<file path="config.mk">
export PLATFORM = sky130hd
export DESIGN_NAME = binary_clock_top
export DESIGN_NICKNAME = d
export VERILOG_FILES = /design/src/clock_pkg.sv /design/src/time_keeper.sv /design/src/alarm_unit.sv /design/src/clock_regs.sv /design/src/binary_clock_top.sv
export SDC_FILE = /design/constraint.sdc
export NUM_CORES = 1
export LEC_CHECK = 0
export BUFFER_PORTS_ARGS = -buffer_cell sky130_fd_sc_hd__buf_4
export CORE_UTILIZATION = 60
export DETAILED_ROUTE_END_ITERATION = 7
export PLACE_DENSITY = 0.92
export SYNTH_ARGS = -nofsm -noshare
export SYNTH_HDL_FRONTEND = slang
export SYNTH_HIERARCHICAL = 1
export SYNTH_SLANG_ARGS = --single-unit
export TNS_END_PERCENT = 20
</file>
<file path="constraint.sdc">
create_clock -name tick_1Hz -period 5.5 [get_ports tick_1Hz]
set_input_delay 1.1 -clock tick_1Hz [delete_from_list [all_inputs] [get_ports tick_1Hz]]
set_output_delay 1.1 -clock tick_1Hz [all_outputs]
set_load 0.02 [all_outputs]
</file>
<file path="src/clock_pkg.sv">
`default_nettype none

package clock_pkg;

    // ********************
    // Time and config words

    typedef struct packed {
        logic [3:0] hours;              // 1 to 12
        logic [5:0] minutes;            // 0 to 59
        logic [5:0] seconds;            // 0 to 59
    } clock_time_t;

    typedef struct packed {
        logic [3:0] hr_10s;
        logic [3:0] hr_1s;
        logic [3:0] min_10s;
        logic [3:0] min_1s;
        logic [3:0] sec_10s;
        logic [3:0] sec_1s;
    } bcd_time_t;

    typedef struct packed {
        logic       enable;             // Alarm armed
        logic [3:0] hours;
        logic [5:0] minutes;
    } alarm_cfg_t;

    // ********************
    // Register map, AXI codes, limits

    localparam logic [3:0] ADDR_TIME     = 4'h0;
    localparam logic [3:0] ADDR_TIME_BCD = 4'h4;   // Read only
    localparam logic [3:0] ADDR_ALARM    = 4'h8;
    localparam logic [3:0] ADDR_STATUS   = 4'hC;   // Bit 0 is ringing, write 1 clears

    localparam int ALARM_EN_BIT = 16;              // Enable position in alarm word

    localparam logic [1:0] RESP_OKAY   = 2'b00;
    localparam logic [1:0] RESP_SLVERR = 2'b10;

    localparam logic [5:0] MAX_SECONDS = 6'd59;
    localparam logic [5:0] MAX_MINUTES = 6'd59;
    localparam logic [3:0] MAX_HOURS   = 4'd12;
    localparam logic [3:0] RESET_HOURS = 4'd12;

    localparam int RING_SECONDS = 30;              // Auto stop after this many ticks
    localparam int RING_CNT_W   = $clog2(RING_SECONDS + 1);

    // Binary fields to BCD digits, one divide and remainder per field
    function automatic bcd_time_t to_bcd(input clock_time_t t);
        bcd_time_t b;
        b.hr_10s  = 4'(t.hours / 10);
        b.hr_1s   = 4'(t.hours % 10);
        b.min_10s = 4'(t.minutes / 10);
        b.min_1s  = 4'(t.minutes % 10);
        b.sec_10s = 4'(t.seconds / 10);
        b.sec_1s  = 4'(t.seconds % 10);
        return b;
    endfunction

endpackage

`default_nettype wire

</file>
<file path="src/time_keeper.sv">
`timescale 1ns/100ps
`default_nettype none

module time_keeper (
    input  logic                  tick_1Hz,    // One edge per second
    input  logic                  reset,
    input  logic                  tick_hr,     // Button, advances hours while held
    input  logic                  tick_min,    // Button, advances minutes while held
    input  logic                  load_valid,  // One cycle load pulse from registers
    input  clock_pkg::clock_time_t load_time,
    output clock_pkg::clock_time_t now
);

    import clock_pkg::*;

    logic       sec_wrap;       // Seconds at 59
    logic       min_wrap;       // Minutes at 59
    logic       min_step;       // Minutes advance this edge
    logic       hr_step;        // Hours advance this edge
    logic [5:0] sec_next;
    logic [5:0] min_next;
    logic [3:0] hr_next;

    // ********************
    // Carry chain

    always_comb begin
        sec_wrap = (now.seconds == MAX_SECONDS);
        min_wrap = (now.minutes == MAX_MINUTES);

        // Button or natural carry
        min_step = tick_min | sec_wrap;
        hr_step  = tick_hr | (min_wrap & sec_wrap);
    end

    // ********************
    // Next field values

    always_comb begin
        // Seconds always move
        if (sec_wrap) begin
            sec_next = '0;
        end else begin
            sec_next = now.seconds + 6'd1;
        end

        min_next = now.minutes;             // Hold by default
        if (min_step) begin
            min_next = min_wrap ? 6'd0 : now.minutes + 6'd1;
        end

        hr_next = now.hours;
        if (hr_step) begin
            // 12 rolls over to 1, no hour zero
            if (now.hours >= MAX_HOURS) begin
                hr_next = 4'd1;
            end else begin
                hr_next = now.hours + 4'd1;
            end
        end
    end

    // ********************
    // Time register

    always_ff @(posedge tick_1Hz or posedge reset) begin
        if (reset) begin
            now.hours   <= RESET_HOURS;     // 12:00:00
            now.minutes <= '0;
            now.seconds <= '0;
        end else if (load_valid) begin
            now <= load_time;               // Load beats counting
        end else begin
            now.seconds <= sec_next;
            now.minutes <= min_next;
            now.hours   <= hr_next;
        end
    end

endmodule

`default_nettype wire

</file>
<file path="src/alarm_unit.sv">
`timescale 1ns/100ps
`default_nettype none

module alarm_unit (
    input  logic                   tick_1Hz,
    input  logic                   reset,
    input  clock_pkg::clock_time_t now,
    input  clock_pkg::alarm_cfg_t  alarm_cfg,
    input  logic                   ring_clear,  // Software stop, one cycle
    output logic                   ringing      // Buzzer drive
);

    import clock_pkg::*;

    logic                  match;       // Alarm time reached this second
    logic                  ring_done;   // Ring period used up
    logic [RING_CNT_W-1:0] ring_cnt;    // Seconds spent ringing

    // ********************
    // Match detect

    always_comb begin
        // Only at the top of the minute, so one trigger per match
        match = alarm_cfg.enable
              & (now.hours == alarm_cfg.hours)
              & (now.minutes == alarm_cfg.minutes)
              & (now.seconds == '0);

        ring_done = (ring_cnt == RING_CNT_W'(RING_SECONDS));
    end

    // ********************
    // Ringing flag and auto stop

    always_ff @(posedge tick_1Hz or posedge reset) begin
        if (reset) begin
            ringing  <= 1'b0;
            ring_cnt <= '0;
        end else if (ringing) begin
            if (ring_clear || ring_done) begin
                ringing  <= 1'b0;           // Cleared or timed out
                ring_cnt <= '0;
            end else begin
                ring_cnt <= ring_cnt + 1'b1;
            end
        end else if (match && !ring_clear) begin
            ringing  <= 1'b1;
            ring_cnt <= RING_CNT_W'(1);     // First ringing second
        end
    end

endmodule

`default_nettype wire

</file>
<file path="src/clock_regs.sv">
`timescale 1ns/100ps
`default_nettype none

module clock_regs (
    input  logic                   tick_1Hz,
    input  logic                   reset,
    // Write address and data
    input  logic [3:0]             awaddr,
    input  logic                   awvalid,
    output logic                   awready,
    input  logic [31:0]            wdata,
    input  logic                   wvalid,
    output logic                   wready,
    // Write response
    output logic [1:0]             bresp,
    output logic                   bvalid,
    input  logic                   bready,
    // Read address and data
    input  logic [3:0]             araddr,
    input  logic                   arvalid,
    output logic                   arready,
    output logic [31:0]            rdata,
    output logic [1:0]             rresp,
    output logic                   rvalid,
    input  logic                   rready,
    // Clock core side
    input  clock_pkg::clock_time_t now,
    input  logic                   ringing,
    output logic                   load_valid,
    output clock_pkg::clock_time_t load_time,
    output clock_pkg::alarm_cfg_t  alarm_cfg,
    output logic                   ring_clear
);

    import clock_pkg::*;

    logic        wr_fire;       // Write handshake this cycle
    logic        rd_fire;       // Read handshake this cycle
    clock_time_t wr_time;       // Write data seen as a time word
    logic [1:0]  wr_resp;
    logic        wr_load;
    logic        wr_clear;
    logic        wr_alarm;
    logic [31:0] rd_data;
    logic [1:0]  rd_resp;

    // Hours 1 to 12, minutes and seconds to 59
    function automatic logic time_ok(input clock_time_t t);
        return (t.hours >= 4'd1) && (t.hours <= MAX_HOURS)
            && (t.minutes <= MAX_MINUTES) && (t.seconds <= MAX_SECONDS);
    endfunction

    assign wr_fire = awready & awvalid & wvalid;
    assign rd_fire = arready & arvalid;
    assign wr_time = clock_time_t'(wdata[15:0]);

    // ********************
    // Write decode

    always_comb begin
        wr_resp  = RESP_OKAY;
        wr_load  = 1'b0;
        wr_clear = 1'b0;
        wr_alarm = 1'b0;
        case (awaddr)
            ADDR_TIME: begin
                if (time_ok(wr_time)) begin
                    wr_load = 1'b1;
                end else begin
                    wr_resp = RESP_SLVERR;  // Bad time, keep running
                end
            end
            ADDR_ALARM:  wr_alarm = 1'b1;
            ADDR_STATUS: wr_clear = wdata[0];  // Write 1 to clear
            default:     wr_resp = RESP_SLVERR; // BCD view and holes
        endcase
    end

    // ********************
    // Read decode

    always_comb begin
        rd_data = '0;
        rd_resp = RESP_OKAY;
        case (araddr)
            ADDR_TIME:     rd_data = {16'b0, now};
            ADDR_TIME_BCD: rd_data = {8'b0, to_bcd(now)};
            ADDR_ALARM:    rd_data = {15'b0, alarm_cfg.enable, 6'b0,
                                      alarm_cfg.hours, alarm_cfg.minutes};
            ADDR_STATUS:   rd_data = {31'b0, ringing};
            default:       rd_resp = RESP_SLVERR;   // Data stays zero
        endcase
    end

    // ********************
    // Handshake and control state

    always_ff @(posedge tick_1Hz or posedge reset) begin
        if (reset) begin
            awready    <= 1'b0;
            wready     <= 1'b0;
            bvalid     <= 1'b0;
            arready    <= 1'b0;
            rvalid     <= 1'b0;
            load_valid <= 1'b0;
            ring_clear <= 1'b0;
            alarm_cfg  <= '0;
        end else begin
            // Ready pulses for one cycle, none while a response waits
            awready <= awvalid & wvalid & ~awready & ~bvalid;
            wready  <= awvalid & wvalid & ~awready & ~bvalid;
            arready <= arvalid & ~arready & ~rvalid;

            load_valid <= wr_fire & wr_load;    // Same edge as bvalid
            ring_clear <= wr_fire & wr_clear;

            if (wr_fire) begin
                bvalid <= 1'b1;
            end else if (bready) begin
                bvalid <= 1'b0;
            end

            if (rd_fire) begin
                rvalid <= 1'b1;
            end else if (rready) begin
                rvalid <= 1'b0;
            end

            if (wr_fire && wr_alarm) begin
                alarm_cfg.enable  <= wdata[ALARM_EN_BIT];
                alarm_cfg.hours   <= wdata[9:6];
                alarm_cfg.minutes <= wdata[5:0];
            end
        end
    end

    // Response and load payload
    always_ff @(posedge tick_1Hz) begin
        if (wr_fire) begin
            bresp     <= wr_resp;
            load_time <= wr_time;
        end
        if (rd_fire) begin
            rdata <= rd_data;                   // Snapshot at acceptance
            rresp <= rd_resp;
        end
    end

endmodule

`default_nettype wire

</file>
<file path="src/binary_clock_top.sv">
`timescale 1ns/100ps
`default_nettype none

module binary_clock_top (
    input  logic                  tick_1Hz,   // System clock, one second per edge
    input  logic                  reset,
    input  logic                  tick_hr,    // Hour set button
    input  logic                  tick_min,   // Minute set button
    // AXI4-Lite slave
    input  logic [3:0]            awaddr,
    input  logic                  awvalid,
    output logic                  awready,
    input  logic [31:0]           wdata,
    input  logic                  wvalid,
    output logic                  wready,
    output logic [1:0]            bresp,
    output logic                  bvalid,
    input  logic                  bready,
    input  logic [3:0]            araddr,
    input  logic                  arvalid,
    output logic                  arready,
    output logic [31:0]           rdata,
    output logic [1:0]            rresp,
    output logic                  rvalid,
    input  logic                  rready,
    // Display and buzzer
    output clock_pkg::bcd_time_t  display,
    output logic                  ringing
);

    import clock_pkg::*;

    clock_time_t now;           // Running time
    clock_time_t load_time;
    logic        load_valid;
    alarm_cfg_t  alarm_cfg;
    logic        ring_clear;

    clock_regs regs_i (
        .tick_1Hz, .reset,
        .awaddr, .awvalid, .awready, .wdata, .wvalid, .wready,
        .bresp, .bvalid, .bready,
        .araddr, .arvalid, .arready, .rdata, .rresp, .rvalid, .rready,
        .now, .ringing, .load_valid, .load_time, .alarm_cfg, .ring_clear
    );

    time_keeper keeper_i (
        .tick_1Hz, .reset, .tick_hr, .tick_min,
        .load_valid, .load_time, .now
    );

    alarm_unit alarm_i (
        .tick_1Hz, .reset, .now, .alarm_cfg, .ring_clear, .ringing
    );

    // Digits for the display, no extra register
    assign display = to_bcd(now);

endmodule

`default_nettype wire

</file>
* Yosys cells after proc, flatten, opt, wreduce, memory -nomap -nowiden
Index checks and enable logic that the tools add are counted.
** Storage, ports and cells
- Register bits :: 91
- Input bits :: 49
- Logic and storage cells :: 106
** Operators by class
- Order comparisons :: 5
- Bitwise logic cells :: 20
- Add/subtract/negate cells :: 4
- Div/mod/pow operators :: 6
- Mux-type cells :: 24
- Equality and inequality tests :: 10
- Reductions and logical operators :: 17
** Operators by type and width (count)
- 24-bit one-hot mux with 4 select lines :: 1
- 6-bit by 4-bit divider with 32-bit output, second input constant :: 2
- 6-bit by 4-bit remainder unit with 32-bit output, second input constant :: 2
- 4-bit by 4-bit divider with 32-bit output, second input constant :: 1
- 4-bit by 4-bit remainder unit with 32-bit output, second input constant :: 1
- 6-bit two-way mux :: 3
- 4-bit == test, second input constant :: 4
- 16-bit two-way mux :: 1
- 5-bit two-way mux :: 3
- 1-bit AND :: 14
- 6-bit by 1-bit adder with 6-bit output, second input constant :: 2
- 6-bit == test, second input constant :: 2
- 6-bit <= comparator, second input constant :: 2
- 1-bit two-way mux :: 11
- 2-bit nonzero test :: 5
- 4-bit zero test :: 2
- 4-bit two-way mux :: 2
- 6-bit == test :: 1
- 6-bit zero test :: 1
- 5-bit by 1-bit adder with 5-bit output, second input constant :: 1
- 5-bit == test, second input constant :: 1
- 1-bit logical AND :: 5
- 4-bit by 1-bit adder with 4-bit output, second input constant :: 1
- 4-bit by 3-bit == test with 1-bit output, second input constant :: 1
- other kinds (12) :: 17

* Logic depth before layout (Yosys ltp)
- Depth after elaboration :: 7
- Depth in mapped cells :: 16

* Modules after synthesis
Netlist, hierarchy kept.
** Modules (own cells, without submodules)
- clock_regs :: cells an instance 269, seq. area each 1596.5 µm², area each 3019.1 µm², times used 1
- time_keeper :: cells an instance 97, seq. area each 402.9 µm², area each 942.2 µm², times used 1
- binary_clock_top :: cells an instance 141, seq. area each 0.0 µm², area each 879.6 µm², times used 1
- alarm_unit :: cells an instance 47, seq. area each 150.1 µm², area each 473.0 µm², times used 1

* Worst setup path after synthesis
Ideal clock, no wire load.
- Path type :: flip-flop to output port
- From :: register keeper_i/now[10] (netlist name)
- To :: output port display[11] (netlist bit)
- Path buffers :: 1
- Data arrival time :: 3.360 ns
- Cell stages (with the launch flop) :: 15
- Path slack :: 1.040 ns
- Path through :: dfrtp_1 -> inv_2 -> ha_1 -> or2_2 -> ha_1 -> nand2b_1 -> o21ai_0 -> and2_4 -> buf_6 -> inv_1 -> nor2_1 -> nor2_1 -> ha_1 -> o41a_1 -> a31oi_1
** RTL lines
- to (decl) :: line binary_clock_top.sv:27 : output clock_pkg::bcd_time_t display,

==> impl_metrics.env <==
export IMPL_status="finished, final reports clean"
export IMPL_postLayoutCellArea_mm2=0.00606
export IMPL_die_y_um=96.1
export IMPL_synthDistinctLibCells=88
export IMPL_cts_resized_gates=0
export IMPL_cpPeakStageDelay_ns=0.39
export IMPL_ant_nets=0
export IMPL_crit_arrival_ns=3.70
export IMPL_io_pins=115
export IMPL_nets=689
export IMPL_hold_buffers=0
export IMPL_place_hpwl_mm=9.11
export IMPL_cts_setup_buffers=0
export IMPL_drtIter0Drc=329
export IMPL_placed_area_mm2=0.00586
export IMPL_setup_viol=0
export IMPL_core_rowCount=33
export IMPL_post_place_ws_ns=1.15
export IMPL_worst_path_buf_inv=4
export IMPL_ys_top_cells_by_area="edfxtp_1, dfrtp_1, ha_1"
export IMPL_cts_buffers=9
export IMPL_dieArea_mm2=0.00924
export IMPL_drive_above_1_share=0.231
export IMPL_drt_wl_total_mm=12.8
export IMPL_cp_start_kind="register"
export IMPL_grt_pass1_vias=4338
export IMPL_portBuffers=81
export IMPL_r2r_setup_slack_ns=2.38
export IMPL_fp_dieW_um=96.1
export IMPL_grt_pass1_wl_mm=20.4
export IMPL_path_class="register to output port"
export IMPL_worst_slack_ns=0.705
export IMPL_cts_root_buffer="clkbuf_8"
export IMPL_drt_pass1_iter_count=6
export IMPL_power_leakage_nw=2.59
export IMPL_crit_cells=15
export IMPL_initial_utilization=0.634
export IMPL_ir_drop_mv=0.476
export IMPL_antenna_found_initial=0
export IMPL_cts_tree="yes"
export IMPL_grt_ovfl_total=0
export IMPL_tightest_slew_ns=0.964
export IMPL_cp_slowest_cell="dfrtp_1"
export IMPL_grt_max_degree=34
export IMPL_ys_seq_area_frac=0.405
export IMPL_period_share=0.872
export IMPL_synth_top_area_frac=0.220
export IMPL_clk_pin_slew_ns=0.08
export IMPL_hold_viol=0
export IMPL_reg2regPathDepth=10
export IMPL_maxSlewHeadroom=0.357
export IMPL_synth_edff_count=39
export IMPL_crit_required_ns=4.40
export IMPL_synth_cells=554
export IMPL_syn_to_final_growth_pct=14.0
export IMPL_power_density_mw_per_mm2=570
export IMPL_maxCapViolations=0
export IMPL_final_common_cell="buf_4"
export IMPL_rsz0062_at_grt="no"
export IMPL_synthFlopType="edfxtp_1"
export IMPL_synth_top_cell_by_area="edfxtp_1"
export IMPL_via_per_inst=6.34
export IMPL_hp_class="register to register"
export IMPL_fmax_ghz=0.209
export IMPL_whs_path_depth=1
export IMPL_drv_slew=0
export IMPL_synth_async_reset_ratio=0.500
export IMPL_syn_area_per_cell_um2=9.59
export IMPL_fin_skew_ns=0.00693
export IMPL_clk_path_buf_depth=2
export IMPL_crit_chain="buf_4, or2_2, ha_1, nand2b_1, o21ai_0, and2_4, inv_1, nor2_1, nor2_1, ha_1, inv_1, or3_1, o221ai_1, a31oi_1, buf_4"
export IMPL_cp_end_kind="output port"
export IMPL_cp_max_fo=22
export IMPL_clock_sinks=78
export IMPL_remaining_drc_errors=0
export IMPL_cts_max_level=3
export IMPL_core_area_mm2=0.00838
export IMPL_layout_common_cells="buf_4, nor2_1, edfxtp_1"
export IMPL_diodes=0
export IMPL_fin_crit_ns=4.80
export IMPL_gp_congestion=0.923
export IMPL_yosysWarningCount=6
export IMPL_synth_seq_cells=78
export IMPL_num_vias=4653
export IMPL_wire_per_inst_um=17.4
export IMPL_tns_ns=0
export IMPL_syn_area_mm2=0.00531
export IMPL_cp_top_family="simple AND/OR/NAND/NOR gates"
export IMPL_insertion_delay_ns=0.35
export IMPL_grt_use_total=0.294
worst reg2reg max path: stages (launching register included):
cell and delay (ns):
dfrtp_1 0.69, or2_4 0.42, ha_1 0.33, and2b_4 0.22, a31o_1 0.21, a221oi_2 0.32, ha_1 0.20, inv_1 0.05
or2_2 0.29, a31o_1 0.19, o21ai_2 0.05
cells by family (layout without fill, tap and decap cells):
kind of cell,after synthesis,in the layout,synth area share
AND/OR/NAND/NOR,188,188,0.196
buffers and inverters,76,135,0.0775
XOR/XNOR,15,15,0.0247
other,2,18,0.00141
AO/OA/AOI/OAI,148,148,0.196
flip-flops,78,78,0.405
multiplexers,29,29,0.0584
adder cells (fa/ha/maj),18,18,0.0414
layer usage:
layer | global-route usage | up-vias | share of wire
li1 | - | 2143 | -
met2 | 0.492 | 245 | 0.50
met3 | 0.0664 | 30 | 0.080
met4 | 0.0995 | 0 | 0.019
met1 | 0.375 | 2235 | 0.40
met5 | 0 | - | 0
layout make-up:
class                           instances  area, µm²
Inverter                               34        128
Tap cell                              105        131
Clock inverter                          5       57.6
Multi-Input combinational cell        416       2810
Clock buffer                           11        141
Fill cell                             569       2320
Sequential cell                        78       2150
Timing Repair Buffer                   85        638
Yosys cell counts (5+ instances only):
| library cell | instances |
|---|---|
| o31ai_1 | 9 |
| nor2_1 | 48 |
| ha_1 | 16 |
| and2_1 | 5 |
| and3_1 | 7 |
| inv_1 | 33 |
| nand2b_1 | 11 |
| mux2i_1 | 13 |
| or2_2 | 5 |
| nor4_1 | 5 |
| xor2_1 | 11 |
| dfrtp_1 | 37 |
| nand3_1 | 19 |
| nor3_1 | 6 |
| o21a_1 | 6 |
| o21ai_1 | 6 |
| nand3b_1 | 5 |
| mux2_2 | 16 |
| or3_1 | 5 |
| edfxtp_1 | 39 |
| buf_2 | 5 |
| clkbuf_1 | 7 |
| buf_4 | 24 |
| nor2b_1 | 6 |
| nand2_1 | 38 |
| o21ai_0 | 31 |
| a31oi_1 | 16 |
| a21oi_1 | 22 |
power by group:
group	internal [mW]	leakage [nW]	switching [mW]
Sequential	0.695	0.863	0.259
Combinational	0.902	1.63	1.17
Clock	0.222	0.0936	0.208
metrics by stage:
stage                     hold slack [ns]  total power, mW   util  instances
after global routing                0.488             3.69  0.723        734
final                               0.458             3.46  0.723        734
after detailed placement            0.450             2.98  0.699        718
after floorplan                     0.428             2.45      -        570
after global placement              0.433             2.86  0.699        718
after CTS                           0.462             3.43  0.723        734
state kept, by name, indices dropped and copies added (netlist names):
name               cells
regs_i/load_time      16
alarm_i/ring_cnt       5
regs_i/rvalid          1
keeper_i/now          16
regs_i/bresp           1
regs_i/rresp           1
regs_i/arready         1
regs_i/rdata          21
regs_i/wready          1
alarm_i/ringing        1
regs_i/load_valid      1
regs_i/bvalid          1
regs_i/alarm_cfg      11
regs_i/ring_clear      1
path summary, 6_finish.rpt:
| path | from | end |
|---|---|---|
| max reg2reg | keeper_i/now[4] | regs_i/rdata[3] |
| min | regs_i/arready | regs_i/arready |
| max in group asynchronous | reset | regs_i/alarm_cfg[0] |
| min reg2reg | regs_i/arready | regs_i/arready |
| max | keeper_i/now[10] | display[10] |
| min in group asynchronous | reset | alarm_i/ringing |
Note: power is estimated with default switching activity, not from simulation.
